### config.mk
export PLATFORM = sky130hd
export DESIGN_NAME = clint_timer
export DESIGN_NICKNAME = d
export VERILOG_FILES = /design/src/harness_pkg.sv /design/src/clint_timer.sv
export VERILOG_INCLUDE_DIRS = /design/src
export SDC_FILE = /design/constraint.sdc
export NUM_CORES = 1
export LEC_CHECK = 0
export BUFFER_PORTS_ARGS = -buffer_cell sky130_fd_sc_hd__buf_4
export CAP_MARGIN = 20
export CORE_MARGIN = 2
export CORE_UTILIZATION = 55
export CTS_CLUSTER_SIZE = 8
export DETAILED_ROUTE_END_ITERATION = 8
export PLACE_DENSITY = 0.75
export SLEW_MARGIN = 20
export SYNTH_ARGS = -nofsm -noshare
export SYNTH_HDL_FRONTEND = slang
export SYNTH_SLANG_ARGS = --single-unit
### constraint.sdc
create_clock -name clk_i -period 3.6 [get_ports clk_i]
set_input_delay 0.18 -clock clk_i [delete_from_list [all_inputs] [get_ports clk_i]]
set_output_delay 0.18 -clock clk_i [all_outputs]
set_load 0.02 [all_outputs]
### src/harness_config.svh
`ifndef HARNESS_CONFIG_SVH
`define HARNESS_CONFIG_SVH

// ----------------------------
// Data path
// ----------------------------
`define HARNESS_DW 32

// ----------------------------
// Region map
// ----------------------------
`define ROM_BASE   32'h0000_0000
`define ROM_WORDS  256

`define SRAM_BASE  32'h8000_0000
`define SRAM_WORDS 1024

`define CLINT_BASE 32'h0200_0000
// 64 KiB window
`define CLINT_SIZE 32'h0001_0000

// ----------------------------
// CLINT register offsets
// ----------------------------
`define CLINT_MSIP        16'h0000
`define CLINT_MTIMECMP_LO 16'h4000
`define CLINT_MTIMECMP_HI 16'h4004
`define CLINT_MTIME_LO    16'hBFF8
`define CLINT_MTIME_HI    16'hBFFC

// Upper half of every boot ROM word
`define ROM_SIG 16'hB007

`endif

### src/harness_pkg.sv
`default_nettype none

`include "harness_config.svh"

package harness_pkg;

  // Decoded target of an APB transfer
  typedef enum logic [1:0] {
    REGION_ROM,
    REGION_SRAM,
    REGION_CLINT,
    REGION_NONE
  } region_e;

  // APB completer FSM
  typedef enum logic [1:0] {
    ST_IDLE,
    ST_WAIT,
    ST_RESP
  } ctrl_state_e;

  // ----------------------------
  // APB port
  // ----------------------------
  typedef struct packed {
    logic [31:0]               paddr;
    logic                      pwrite;
    logic [`HARNESS_DW-1:0]    pwdata;
    logic [`HARNESS_DW/8-1:0]  pstrb;
    logic                      psel;
    logic                      penable;
  } apb_req_t;

  typedef struct packed {
    logic [`HARNESS_DW-1:0] prdata;
    logic                   pready;
    logic                   pslverr;
  } apb_resp_t;

  // ----------------------------
  // Internal memory port
  // ----------------------------
  // Word address is relative to the region base
  typedef struct packed {
    logic                      req;
    logic                      we;
    logic [15:0]               word_addr;
    logic [`HARNESS_DW/8-1:0]  be;
    logic [`HARNESS_DW-1:0]    wdata;
  } mem_req_t;

endpackage

`default_nettype wire

### src/clint_timer.sv
`default_nettype none

`include "harness_config.svh"

module clint_timer (
  input  logic                   clk_i,
  input  logic                   rst_ni,
  input  logic                   rtc_i,
  input  harness_pkg::mem_req_t  req_i,
  output logic [`HARNESS_DW-1:0] rdata_o,
  output logic                   timer_irq_o,
  output logic                   ipi_o
);

  localparam logic [15:0] msip_w    = 16'(`CLINT_MSIP >> 2);
  localparam logic [15:0] cmp_lo_w  = 16'(`CLINT_MTIMECMP_LO >> 2);
  localparam logic [15:0] cmp_hi_w  = 16'(`CLINT_MTIMECMP_HI >> 2);
  localparam logic [15:0] time_lo_w = 16'(`CLINT_MTIME_LO >> 2);
  localparam logic [15:0] time_hi_w = 16'(`CLINT_MTIME_HI >> 2);

  logic [2:0]             rtc_q;
  logic                   rtc_rise;
  logic [63:0]            mtime_q;
  logic [63:0]            mtimecmp_q;
  logic                   msip_q;
  logic                   irq_q;
  logic                   wr;
  logic [`HARNESS_DW-1:0] rdata_d;
  logic [`HARNESS_DW-1:0] rdata_q;

  // ----------------------------
  // RTC sync and mtime
  // ----------------------------
  // Two sync stages, third flop for edge detect
  assign rtc_rise = rtc_q[1] & ~rtc_q[2];

  always_ff @(posedge clk_i or negedge rst_ni) begin
    if (!rst_ni) begin
      rtc_q   <= '0;
      mtime_q <= '0;
      irq_q   <= 1'b0;
    end else begin
      rtc_q <= {rtc_q[1:0], rtc_i};
      if (rtc_rise) begin
        mtime_q <= mtime_q + 64'd1;
      end
      irq_q <= (mtime_q >= mtimecmp_q);
    end
  end

  // ----------------------------
  // Writable registers
  // ----------------------------
  assign wr = req_i.req && req_i.we;

  always_ff @(posedge clk_i or negedge rst_ni) begin
    if (!rst_ni) begin
      mtimecmp_q <= '1;
      msip_q     <= 1'b0;
    end else if (wr) begin
      for (int b = 0; b < 4; b++) begin
        if (req_i.be[b] && req_i.word_addr == cmp_lo_w) begin
          mtimecmp_q[8*b +: 8] <= req_i.wdata[8*b +: 8];
        end
        if (req_i.be[b] && req_i.word_addr == cmp_hi_w) begin
          mtimecmp_q[32 + 8*b +: 8] <= req_i.wdata[8*b +: 8];
        end
      end
      if (req_i.be[0] && req_i.word_addr == msip_w) begin
        msip_q <= req_i.wdata[0];
      end
    end
  end

  // ----------------------------
  // Register read
  // ----------------------------
  always_comb begin
    case (req_i.word_addr)
      msip_w:    rdata_d = {{(`HARNESS_DW-1){1'b0}}, msip_q};
      cmp_lo_w:  rdata_d = mtimecmp_q[31:0];
      cmp_hi_w:  rdata_d = mtimecmp_q[63:32];
      time_lo_w: rdata_d = mtime_q[31:0];
      time_hi_w: rdata_d = mtime_q[63:32];
      default:   rdata_d = '0;
    endcase
  end

  always_ff @(posedge clk_i) begin
    if (req_i.req && !req_i.we) begin
      rdata_q <= rdata_d;
    end
  end

  assign rdata_o     = rdata_q;
  assign timer_irq_o = irq_q;
  assign ipi_o       = msip_q;

  a_msip_to_ipi: assert property (@(posedge clk_i) disable iff (!rst_ni)
    (wr && req_i.be[0] && req_i.word_addr == msip_w) |=> (ipi_o == $past(req_i.wdata[0])));

endmodule

`default_nettype wire

======== Word-level counts from Yosys, hierarchy flattened ========
Index checks and enable logic that the tools add are counted.
cells by class
  add/sub/neg operators ................... 1
  $mul .................................... 0
  divide/modulo/power cells ............... 0
  order comparisons ....................... 1
  equality and inequality tests ........... 4
  shifts and indexed selects .............. 0
  muxes and demuxes ....................... 1
  bitwise logic cells ..................... 2
  reductions and logical operators ........ 22
operator list
  kind                   number
  $pmux 32 s5            1
  $add 64x1->64 const B  1
  $ge 64x64->1           1
  $eq 16x13->1 const B   2
  $eq 16x14->1 const B   2
  $reduce_and 2->1       9
  $logic_not 16->1       1
  $logic_and 1x1->1      11
  $and 1x1->1            1
  $logic_not 1->1        1
  $not 1->1              1
word-level totals
  register bits after elaboration ......... 165
  bits in latches ......................... 0
  bits in writable memories ............... 0
  memory bits (read-only) ................. 0
  input port bits ......................... 57
  word-level logic and storage cells ...... 44
  memories kept ........................... 0

======== Logic depth before layout (Yosys ltp) ========
  depth in word-level cells ............... 3
  depth in mapped cells ................... 8

======== Worst setup path after synthesis ========
OpenSTA, ideal clock, no wires.
  kind .................................... flip-flop to flip-flop
  from .................................... reg mtimecmp_q[61]
  to ...................................... reg irq_q, in the netlist timer_irq_o
  setup time .............................. 83 ps
  data arrival time ....................... 2,428 ps
  required time ........................... 3,517 ps
  slack ................................... 1,089 ps
  stages on the path, launching flop included .. 8
  buffers on the path ..................... 0
  period minus slack after synthesis ...... 2,511 ps
  cell sequence ........................... dfstp_2 inv_1 ha_1 nand4_1 or4_1 or3_1 or4_1 o21ai_0
between the ends
  longest elaborated chain between the ends .. 1
ends and longest elaborated chain
  what                              RTL line           source
  start: declaration                clint_timer.sv:24  logic [63:0] mtimecmp_q;
  start signal: indexed assignment  clint_timer.sv:63  mtimecmp_q[8*b +: 8] <= req_i.wdata[8*b +: 8];
  start signal: indexed assignment  clint_timer.sv:66  mtimecmp_q[32 + 8*b +: 8] <= req_i.wdata[8*b +: 8];
  $ge 64x64->1                      clint_timer.sv:47  irq_q <= (mtime_q >= mtimecmp_q);
  end signal: assignment            clint_timer.sv:47
  end: declaration                  clint_timer.sv:26  logic irq_q;
No other way between the ends.
A chain may end at the register's enable or synchronous reset.

======== Final worst setup path ========
  from .................................... reg mtimecmp_q[63]
  to ...................................... reg irq_q, in the netlist timer_irq_o
The elaborated chain is that of the path after synthesis.

==> impl_metrics.tcl <==
set metrics [dict create \
    worstPathRequired_ps 3960 \
    cp_max_fo 3 \
    gr-total-overflow 0 \
    max_freq_mhz 363 \
    die-area_sq_um 17000 \
    cts_tree "built" \
    wl_met1_um 9940 \
    final_common_cell "buf_4" \
    ff_latch_area_sq_um 4370 \
    yosysTopAreaCellShare_pct 19.6 \
    met3_wirelength_um 1350 \
    endpoint_kind "flip-flop" \
    grt_first_pass_wirelength_um 34600 \
    hp-class "in -> reg" \
    p_per_area_nw_per_um2 367 \
    clk_path_buf_depth 2 \
    insertion_delay_ps 430 \
    cts_hold_buffers 33 \
    root_buffer "clkbuf_16" \
    start_util_pct 55.8 \
    synthMuxAreaShare_pct 7.68 \
    synth_xor_xnor_area_share_pct 6.27 \
    synth_simple_gate_area_share_pct 14.0 \
    postCtsResizedCells 0 \
    placed_area_sq_um 9780 \
    irDropWorstVdd_mv 0.362 \
    arrival_ps 3110 \
    nets 1053 \
    clk_pin_slew_ps 60 \
    ys_top_cells_by_area "dfrtp_1 (20%), dfstp_2 (19%), edfxtp_1 (11%)" \
    rsz0062_at_grt "no" \
    avgViaCountPerCell 5.84 \
    p_leak_nw 4.80 \
    synth_compound_area_share_pct 9.11 \
    finalInstanceArea_sq_um 10600 \
    synth.ff_latch_count 165 \
    antenna_found_initial 0 \
    synth-main-ff-cell "dfrtp_1" \
    fillers 1245 \
    postRouteWirelength_um 21500 \
    postSynth.asyncResetShare_pct 80.6 \
    grt_max_degree 54 \
    avgSynthCellArea_sq_um 11.1 \
    relSlewSlack_pct 30.7 \
    rows 46 \
    synth_cells 796 \
    yosysTopAreaCell "dfrtp_1" \
    cap_violations 0 \
    setup_violations 0 \
    avgRoutedWirePerCell_um 18.5 \
    syn_nets 918 \
    drt_pass1_iterations 9 \
    start_kind "flip-flop" \
    tns_ps 0 \
    ios 91 \
    min_period_ps 2750 \
    pre_cts_slack_ps 853 \
    synth_edf_count 32 \
    worst_pin_slew_ps 1040 \
    dr.max_layer_used "met4" \
    vias 6769 \
    fin_skew_ps 8.14 \
    final_cell_mix "buf_4 (104), inv_1 (72), nand2_1 (71), dfrtp_1 (69), ha_1 (65)" \
    routed-wl-met2_um 9850 \
    multi_input_area_sq_um 4090 \
    yosysWarnings 0 \
    drc 0 \
    grt_pass1_vias 6520 \
    maxSlewViolCount 0 \
    die_h_um 130 \
    synthAdderAreaFrac_pct 9.24 \
    fp.coreArea_sq_um 15800 \
    status "complete, no violations" \
    hold_viol_final 0 \
    finalCritPeriodShare_pct 76.4 \
    h-tree-depth 4 \
    synth_cell_types 47 \
    drive_gt1_share_pct 28.7 \
    crit_type "reg -> reg" \
    grt_usage_pct 26.6 \
    gp_congestion 0.864 \
    cts.sinks 165 \
    port_buffers 90 \
    dp_hpwl_um 15400 \
    antennaDiodeCount 0 \
    post_cts_buffers 0 \
    syn_area_sq_um 8800 \
    die_x_um 130 \
    setup_ws_ps 848 \
    drtAntennaViolNets 0 \
    cts_buffers 17 \
    drtIter0Drc 563 \
    area_growth_pct 20.8 \
    synth_top_family_by_area "simple AND/OR/NAND/NOR gates" \
    yosysSeqAreaShare_pct 49.6 \
]
## path summary, 6_finish.rpt
kind	to	from	slack, ps	cells past startpoint
max	timer_irq_o$_DFF_PN0_	mtimecmp_q[63]$_DFFE_PN1P_	850	7
min	mtimecmp_q[32]$_DFFE_PN1P_	req_i[0]	10	2
max reg2reg	timer_irq_o$_DFF_PN0_	mtimecmp_q[63]$_DFFE_PN1P_	850	7
min reg2reg	rtc_q[1]$_DFF_PN0_	rtc_q[0]$_DFF_PN0_	360	0
max in group asynchronous	mtimecmp_q[35]$_DFFE_PN1P_	rst_ni	2330	3
min in group asynchronous	ipi_o$_DFFE_PN0P_	rst_ni	340	2
## synthesized netlist by cell type (2+ instances only)
master / count
inv_1: 72
nand2_1: 71
dfrtp_1: 69
ha_1: 65
a22oi_1: 64
dfstp_2: 64
mux2_2: 60
xnor2_1: 43
nand4_1: 42
nor2_1: 33
edfxtp_1: 32
nand3_1: 27
a21oi_1: 23
xor2_1: 20
clkbuf_1: 17
o21ai_0: 15
nor3_1: 13
and4_1: 8
a211oi_1: 5
a21o_1: 5
and3_1: 5
nor4_1: 5
nor3_2: 4
or3_1: 4
or4_1: 4
buf_2: 3
nand2_4: 2
nor2b_1: 2
## worst max-delay path: stages, from the launching register on
cell and delay, ps:
dfstp_2 540, inv_1 40, ha_1 300, nand4_1 170
or4_1 610, or3_1 350, or4_1 520, o21ai_0 140
## cell families after synthesis
| logic type | Yosys count |
|---|---|
| xor+xnor | 63 |
| mux | 60 |
| fa+ha+maj | 65 |
| flops | 165 |
| compound gates | 119 |
| simple gates | 231 |
| buf+inv | 93 |
## sequential cells by signal, indices dropped and copies added, names as in the netlist
register     cells
ipi_o            1
mtimecmp_q      64
timer_irq_o      1
rtc_q            3
mtime_q         64
rdata_o         32
## metal layers
metal	vias to the layer above	global-route usage, %
met5	-	0
met2	260	40.8
met1	3316	39.0
li1	3160	-
met3	33	4.52
met4	0	8.45
## final cells by class
class	count	area share (%)
clock buffer	27	4.65
inverter	72	2.54
clock inverter	5	0.259
multi-input combinational	538	38.5
timing repair buffer	137	10.4
tap	216	2.54
sequential	165	41.1
## power by group
part | internal [mW] | switching [mW] | leakage [nW] | total (mW)
registers | 1.95 | 0.0517 | 1.92 | 2.00
clock network | 0.936 | 0.712 | 0.254 | 1.65
logic | 0.124 | 0.132 | 2.62 | 0.256
## through the flow
stage | power (mW) | hold WS, ps | util, % | std cells
finish | 3.91 | 14.3 | 67.4 | 1160
global route | 4.04 | 3.08 | 67.4 | 1160
CTS | 3.92 | 0.925 | 67.4 | 1160
detailed placement | 2.26 | 290 | 62.0 | 1095
global placement | 2.26 | 283 | 62.0 | 1095
floorplan | 2.12 | -116 | - | 796
No activity file was read; power rests on OpenSTA's default activity.
