File: src/harness_config.svh
`ifndef HARNESS_CONFIG_SVH
`define HARNESS_CONFIG_SVH

// ----------------------------
// Data path
// ----------------------------
`define HARNESS_DW 32

// ----------------------------
// Region map
// ----------------------------
`define ROM_BASE   32'h0000_0000
`define ROM_WORDS  256

`define SRAM_BASE  32'h8000_0000
`define SRAM_WORDS 1024

`define CLINT_BASE 32'h0200_0000
// 64 KiB window
`define CLINT_SIZE 32'h0001_0000

// ----------------------------
// CLINT register offsets
// ----------------------------
`define CLINT_MSIP        16'h0000
`define CLINT_MTIMECMP_LO 16'h4000
`define CLINT_MTIMECMP_HI 16'h4004
`define CLINT_MTIME_LO    16'hBFF8
`define CLINT_MTIME_HI    16'hBFFC

// Upper half of every boot ROM word
`define ROM_SIG 16'hB007

`endif

File: src/harness_pkg.sv
`default_nettype none

`include "harness_config.svh"

package harness_pkg;

  // Decoded target of an APB transfer
  typedef enum logic [1:0] {
    REGION_ROM,
    REGION_SRAM,
    REGION_CLINT,
    REGION_NONE
  } region_e;

  // APB completer FSM
  typedef enum logic [1:0] {
    ST_IDLE,
    ST_WAIT,
    ST_RESP
  } ctrl_state_e;

  // ----------------------------
  // APB port
  // ----------------------------
  typedef struct packed {
    logic [31:0]               paddr;
    logic                      pwrite;
    logic [`HARNESS_DW-1:0]    pwdata;
    logic [`HARNESS_DW/8-1:0]  pstrb;
    logic                      psel;
    logic                      penable;
  } apb_req_t;

  typedef struct packed {
    logic [`HARNESS_DW-1:0] prdata;
    logic                   pready;
    logic                   pslverr;
  } apb_resp_t;

  // ----------------------------
  // Internal memory port
  // ----------------------------
  // Word address is relative to the region base
  typedef struct packed {
    logic                      req;
    logic                      we;
    logic [15:0]               word_addr;
    logic [`HARNESS_DW/8-1:0]  be;
    logic [`HARNESS_DW-1:0]    wdata;
  } mem_req_t;

endpackage

`default_nettype wire

File: src/apb_ctrl_fsm.sv
`default_nettype none

`include "harness_config.svh"

module apb_ctrl_fsm (
  input  logic                   clk_i,
  input  logic                   rst_ni,
  input  harness_pkg::apb_req_t  apb_req_i,
  output harness_pkg::apb_resp_t apb_resp_o,
  output harness_pkg::mem_req_t  rom_req_o,
  output harness_pkg::mem_req_t  sram_req_o,
  output harness_pkg::mem_req_t  clint_req_o,
  input  logic [`HARNESS_DW-1:0] rom_rdata_i,
  input  logic [`HARNESS_DW-1:0] sram_rdata_i,
  input  logic [`HARNESS_DW-1:0] clint_rdata_i
);

  localparam logic [15:0] msip_w    = 16'(`CLINT_MSIP >> 2);
  localparam logic [15:0] cmp_lo_w  = 16'(`CLINT_MTIMECMP_LO >> 2);
  localparam logic [15:0] cmp_hi_w  = 16'(`CLINT_MTIMECMP_HI >> 2);

  harness_pkg::ctrl_state_e state_q, state_d;
  harness_pkg::region_e     region_q, region_d;
  logic                     err_q, err_d;
  logic                     illegal;
  logic                     clint_wr_ok;
  logic [31:0]              clint_offs;
  logic                     issue;
  logic                     resp_valid;
  logic [`HARNESS_DW-1:0]   rdata_sel;

  function automatic logic in_window(logic [31:0] addr, logic [31:0] base, logic [31:0] bytes);
    logic [31:0] offs;
    offs = addr - base;
    return offs < bytes;
  endfunction

  function automatic harness_pkg::mem_req_t build_req(logic hit, logic [31:0] base,
                                                      harness_pkg::apb_req_t apb);
    harness_pkg::mem_req_t r;
    logic [31:0]           offs;
    offs        = apb.paddr - base;
    r.req       = hit;
    r.we        = apb.pwrite;
    r.word_addr = offs[17:2];
    r.be        = apb.pstrb;
    r.wdata     = apb.pwdata;
    return r;
  endfunction

  // ----------------------------
  // Address decode
  // ----------------------------
  assign clint_offs  = apb_req_i.paddr - `CLINT_BASE;
  assign clint_wr_ok = clint_offs[17:2] inside {msip_w, cmp_lo_w, cmp_hi_w};

  always_comb begin
    region_d = harness_pkg::REGION_NONE;
    if (in_window(apb_req_i.paddr, `ROM_BASE, 32'(`ROM_WORDS * 4))) begin
      region_d = harness_pkg::REGION_ROM;
    end else if (in_window(apb_req_i.paddr, `SRAM_BASE, 32'(`SRAM_WORDS * 4))) begin
      region_d = harness_pkg::REGION_SRAM;
    end else if (in_window(apb_req_i.paddr, `CLINT_BASE, `CLINT_SIZE)) begin
      region_d = harness_pkg::REGION_CLINT;
    end
  end

  // Unmapped, ROM write, or write to a read-only CLINT register
  assign illegal = (region_d == harness_pkg::REGION_NONE) ||
                   (region_d == harness_pkg::REGION_ROM && apb_req_i.pwrite) ||
                   (region_d == harness_pkg::REGION_CLINT && apb_req_i.pwrite && !clint_wr_ok);

  // ----------------------------
  // FSM
  // ----------------------------
  always_comb begin
    state_d = state_q;
    err_d   = err_q;
    case (state_q)
      harness_pkg::ST_IDLE: begin
        if (apb_req_i.psel && !apb_req_i.penable) begin
          state_d = harness_pkg::ST_WAIT;
          err_d   = illegal;
        end
      end
      harness_pkg::ST_WAIT: state_d = harness_pkg::ST_RESP;
      harness_pkg::ST_RESP: state_d = harness_pkg::ST_IDLE;
      default:              state_d = harness_pkg::ST_IDLE;
    endcase
  end

  always_ff @(posedge clk_i or negedge rst_ni) begin
    if (!rst_ni) begin
      state_q  <= harness_pkg::ST_IDLE;
      region_q <= harness_pkg::REGION_NONE;
      err_q    <= 1'b0;
    end else begin
      state_q <= state_d;
      err_q   <= err_d;
      // Region latched at setup, held for the read mux
      if (state_q == harness_pkg::ST_IDLE) begin
        region_q <= region_d;
      end
    end
  end

  // Single-cycle request in the first access cycle
  assign issue = (state_q == harness_pkg::ST_WAIT) && apb_req_i.psel &&
                 apb_req_i.penable && !err_q;

  assign rom_req_o   = build_req(issue && region_q == harness_pkg::REGION_ROM,
                                 `ROM_BASE, apb_req_i);
  assign sram_req_o  = build_req(issue && region_q == harness_pkg::REGION_SRAM,
                                 `SRAM_BASE, apb_req_i);
  assign clint_req_o = build_req(issue && region_q == harness_pkg::REGION_CLINT,
                                 `CLINT_BASE, apb_req_i);

  // ----------------------------
  // Response
  // ----------------------------
  always_comb begin
    case (region_q)
      harness_pkg::REGION_ROM:   rdata_sel = rom_rdata_i;
      harness_pkg::REGION_SRAM:  rdata_sel = sram_rdata_i;
      harness_pkg::REGION_CLINT: rdata_sel = clint_rdata_i;
      default:                   rdata_sel = '0;
    endcase
  end

  assign resp_valid         = (state_q == harness_pkg::ST_RESP);
  assign apb_resp_o.pready  = resp_valid;
  assign apb_resp_o.pslverr = resp_valid && err_q;
  assign apb_resp_o.prdata  = (resp_valid && !err_q && !apb_req_i.pwrite) ? rdata_sel : '0;

  a_pready_in_access: assert property (@(posedge clk_i) disable iff (!rst_ni)
    apb_resp_o.pready |-> (apb_req_i.psel && apb_req_i.penable));

endmodule

`default_nettype wire

File: config.mk
export PLATFORM = sky130hd
export DESIGN_NAME = apb_ctrl_fsm
export DESIGN_NICKNAME = d
export VERILOG_FILES = /design/src/harness_pkg.sv /design/src/apb_ctrl_fsm.sv
export VERILOG_INCLUDE_DIRS = /design/src
export SDC_FILE = /design/constraint.sdc
export NUM_CORES = 1
export LEC_CHECK = 0
export ABC_CLOCK_PERIOD_IN_PS = 3400
export BUFFER_PORTS_ARGS = -buffer_cell sky130_fd_sc_hd__buf_2
export CORE_AREA = 10 10 133 135
export DETAILED_ROUTE_END_ITERATION = 10
export DIE_AREA = 0 0 143 145
export PLACE_DENSITY = 0.61
export SYNTH_ARGS = -nofsm -noshare
export SYNTH_HDL_FRONTEND = slang
export SYNTH_SLANG_ARGS = --single-unit
File: constraint.sdc
create_clock -name clk_i -period 3.4 [get_ports clk_i]
set_clock_uncertainty 0.05 [all_clocks]
set_input_delay 0.51 -clock clk_i [delete_from_list [all_inputs] [get_ports clk_i]]
set_output_delay 0.51 -clock clk_i [all_outputs]
set_load 0.03 [all_outputs]
# Word-level counts from Yosys, hierarchy flattened
# Cells that the tools add are included.
totals:
  ff_bits: 5
  out_inout_bits: 196
  input_bits: 169
classes:
  magnitude_cmp: 3
  mux: 7
  reduce_logical: 25
  n_eq_ne: 9
  addsub: 2
op_table:
  columns: ["cell", "count"]
  rows:
  - ["one-hot mux 32 bit (3 select lines)", 1]
  - ["equality test 16 x 13 -> 1 bit (second input constant)", 2]
  - ["< comparator 32 x 11 -> 1 bit (second input constant)", 1]
  - ["< comparator 32 x 13 -> 1 bit (second input constant)", 1]
  - ["< comparator 32 x 17 -> 1 bit (second input constant)", 1]
  - ["2-to-1 mux 32 bit", 1]
  - ["subtractor 32 x 26 -> 32 bit (second input constant)", 1]
  - ["subtractor 32 bit (second input constant)", 1]
  - ["logical NOT 16 bit", 1]
  - ["logical AND 1 bit", 13]
  - ["equality test 2 bit (second input constant)", 4]
  - ["logical NOT 2 bit", 3]
  - ["2-to-1 mux 2 bit", 3]
  - ["equality test 2 x 1 -> 1 bit (second input constant)", 2]
  - ["logical NOT 1 bit", 4]
  - ["one-hot mux 2 bit (2 select lines)", 1]
  - ["nonzero test 3 bit", 1]
  - ["logical OR 1 bit", 2]
  - ["!= test 2 bit (second input constant)", 1]
  - ["AND reduction 2 bit", 1]
  - ["2-to-1 mux 1 bit", 1]

# Depth between registers and ports, before layout
logic_depth:
  word_depth: 9
  depth_mapped: 7

# Least setup slack after synthesis
# No wires, ideal clock.
synth_timing:
  path_kind: "register -> output"
  from: "register region_q[1]"
  to: "output port clint_req_o[53] in the netlist's numbering"
  arrival_time_ns: 1.977
  slack_ns: 0.863
  path_buffers: 2
  t_required_ns: 2.840
  stages_incl_launch_ff: 6
  cell_sequence: "dfstp_2 buf_2 nor2b_1 clkbuf_1 inv_1 nor4_1"
synth_rtl:
  columns: ["item", "line", "source"]
  rows:
  - ["from (decl)", "apb_ctrl_fsm.sv:23", "harness_pkg::region_e region_q, region_d;"]
  - ["from (signal assigned)", "apb_ctrl_fsm.sv:95", "region_q <= harness_pkg::REGION_NONE;"]
  - ["from (signal assigned)", "apb_ctrl_fsm.sv:102", "region_q <= region_d;"]
  - ["to (decl)", "apb_ctrl_fsm.sv:12", "output harness_pkg::mem_req_t clint_req_o,"]

==> summary.md <==
| Metric | Value |
|---|---|
| Core area | 0.01503 mm² |
| Lkg Pwr | 1.538 nW |
| Global-route wire length before repair | 14250 µm |
| Hold WC Path Type | input port to asynchronous set/reset pin |
| Num ports | 365 |
| Die ar. | 0.02074 mm² |
| Final wirelength | 9731 µm |
| RSZ-0062 raised after global routing | false |
| First-pass detailed-route iteration total | 4 |
| Busiest grt layer | met2 |
| TritonCTS Sinks | 5 |
| Hold bufs inserted after CTS | 0 |
| Clock buffer depth | 2 |
| Post-route ant nets | 0 |
| Clock slew at reported path FFs | 0.03 ns |
| Ys flop type | dfrtp_1 |
| Reg power frac | 13.3% |
| Die width | 143 µm |
| Worst EP arrival | 2.30 ns |
| Final Critical Period | 2.865 ns |
| F_max | 349.1 MHz |
| Power Dens Cells | 181.7 mW/mm² |
| Num CTS Buffers | 3 |
| Root Buffer | clkbuf_16 |
| Reg2reg setup slack | 1.91 ns |
| Comb power frac | 45.6% |
| Placer Congestion | 0.7178 |
| DR vias/cell | 3.861 |
| Top cell family by delay on the critical path | flip-flops |
| WS Path Type | flip-flop to output pin |
| Switching pwr | 165.5 µW |
| Post-synth EDFFs | 0 |
| Clock Latency Late Sink | 0.23 ns |
| GRT overflow | 0 |
| Clock network fraction of total power | 41.1% |
| Vias in the first global route | 2524 |
| Iter 0 DRT Violations | 116 |
| Commonest non-fill, non-tap cell in the layout | buf_2 |
| Synth area leader | buf_4 |
| Worst Max-Slew Pin Slew | 0.6643 ns |
| Syn nets | 523 |
| VDD IR max | 0.1552 mV |
| Grt met2 use | 13.86% |
| Dpl ws | 0.6925 ns |
| Number of port buffers | 218 |
| Total number of H-tree levels | 1 |
| Worst EP required | 2.84 ns |
| Vias | 2286 |
| Met3 Use GR | 5.052% |
| PostCTS Resize Cnt | 0 |
| Starting Density | 15.95% |
| Mean post-synth cell area | 6.791 µm² |
| Initial antenna violation count | 0 |
| Most frequent cells in the layout | buf_2, nor2_1, mux2i_1, a21oi_1, nor4_1 |
| R2R cell count | 2 |
| Area delta synth->final | 8.142% |
| Chip Height | 145 µm |
| Layout cells sized above 1 | 57.18% |
| Critical R2R Launch | region_q[0] |
| Dpl hpwl | 8389 µm |
| Int Power | 305.6 µW |
| Post-synth cell types | 29 |
| Cell count after synthesis | 353 |
| Slew margin rel. | 55.72% |
| Sequential element share of the synthesized area | 5.324% |
| Final hold violation count | 0 |
| Warnings from Yosys | 0 |
| Post-synthesis register bit count | 5 |
| Status | finished, final reports clean |
| DRC viols | 0 |
| Max stage delay cell, worst path | dfstp_2 |
| Post-CTS setup buffers | 0 |
| FFs w/ async S/R, synth | 100.0% |
| Setup TNS | 0 ns |
| Final worst path period share | 84.26% |
| Crit Path Max Fanout | 21 |
| Slew Limit Fails | 0 |
| Slowest Stage Delay on Critical Path | 0.80 ns |
| Synth area leaders | buf_4, mux2i_1, nor2_1, a21oi_1, dfrtp_1 |
| Top-area cell type share of the netlist area | 50.73% |
| Largest net degree at the start of global routing | 28 |
| Maxcap violations | 0 |
| Nature of the critical path endpoint | output pin |
| Sw frac | 35.13% |
| Endpoints failing setup | 0 |
| Antenna diode count | 0 |
| Nets | 575 |
| Synthesized area | 0.002397 mm² |
| TritonCTS clock tree | yes |
| Critical Path Start Type | flip-flop |
| Critical path, cell by cell | nor2b_4, buf_4, a21oi_1, nor2_1, buf_2 |
| Total track usage | 8.467% |
| WL/cell | 16.44 µm |
| Worst Path Buf+Inv | 2 |
| Reg-to-reg endpoint | region_q[0] |
| # rows | 45 |
| GR Util met1 | 8.352% |
| Worst setup margin | 0.5351 ns |
## through the flow
stage | power, mW | hold WS (ns) | utilization, % | instances | area [µm²]
3_3_place_gp | 0.2781 | 0.2782 | 16.72 | 588 | 2514
6_report | 0.4712 | 0.04058 | 17.25 | 592 | 2592
2_1_floorplan | 0.4413 | 0.1644 | - | 353 | 2397
4_1_cts | 0.4754 | 0.04354 | 17.25 | 592 | 2592
5_1_grt | 0.4999 | 0.04269 | 17.25 | 592 | 2592
3_5_place_dp | 0.2800 | 0.2767 | 16.72 | 588 | 2514
## sequential cells by signal, indices dropped and copies added (netlist names)
name,flops
state_q,2
region_q,2
err_q,1
## final cells by class
cell class,count,area (µm²)
clock buffers,4,78.83
well taps,188,235.2
multi-input cells,168,985.9
inverters,5,18.77
fillers,1737,12440
repair buffers,222,1146
flip-flops and latches,5,127.6
## metal layers
metal	wire length (µm)	up-vias	part of all wire, %
met1	3310	951	34
met4	396	0	4.1
met5	0	-	0
met2	4430	197	46
li1	-	1094	-
met3	1593	44	16
## logic make-up (layout without fill, tap and decap cells)
group / Yosys count / in the layout / synth area share (%)
flip-flops: 5 / 5 / 5.323
AO/OA/AOI/OAI: 39 / 39 / 8.612
buffers and inverters: 180 / 231 / 53.86
adder cells (fa/ha/maj): 1 / 1 / 0.5218
AND/OR/NAND/NOR: 93 / 93 / 17.01
XOR/XNOR: 1 / 1 / 0.3654
multiplexers: 34 / 34 / 14.30
## power by group through the flow
stage | Combinational (mW) | Sequential [mW] | Clock, mW
finish | 0.215 | 0.0629 | 0.194
global route | 0.232 | 0.0632 | 0.204
CTS | 0.217 | 0.0629 | 0.195
detailed placement | 0.216 | 0.0636 | 0
global placement | 0.214 | 0.0638 | 0
floorplan | 0.378 | 0.0632 | 0
## synth_stat cells (all sizes together) (2+ instances only)
cell type	number
a21oi	32
a31oi	2
and2	2
buf	169
clkbuf	6
dfrtp	3
dfstp	2
inv	5
mux2	2
mux2i	32
nand2	3
nand3	2
nor2	67
nor2b	3
nor3	3
nor4	8
o21ai	2
## how the worst max path moves through the flow
| stage | from | to | cells after the start |
|---|---|---|---|
| after CTS | region_q[1] | apb_resp_o[21] | 5 |
| after floorplan | region_q[1] | clint_req_o[53] | 5 |
| after detailed placement | region_q[1] | apb_resp_o[21] | 5 |
| after global placement | region_q[1] | clint_req_o[53] | 4 |
| final | region_q[1] | apb_resp_o[21] | 5 |
| after global routing | region_q[1] | apb_resp_o[22] | 5 |
Power figures use the tool's default switching activity.
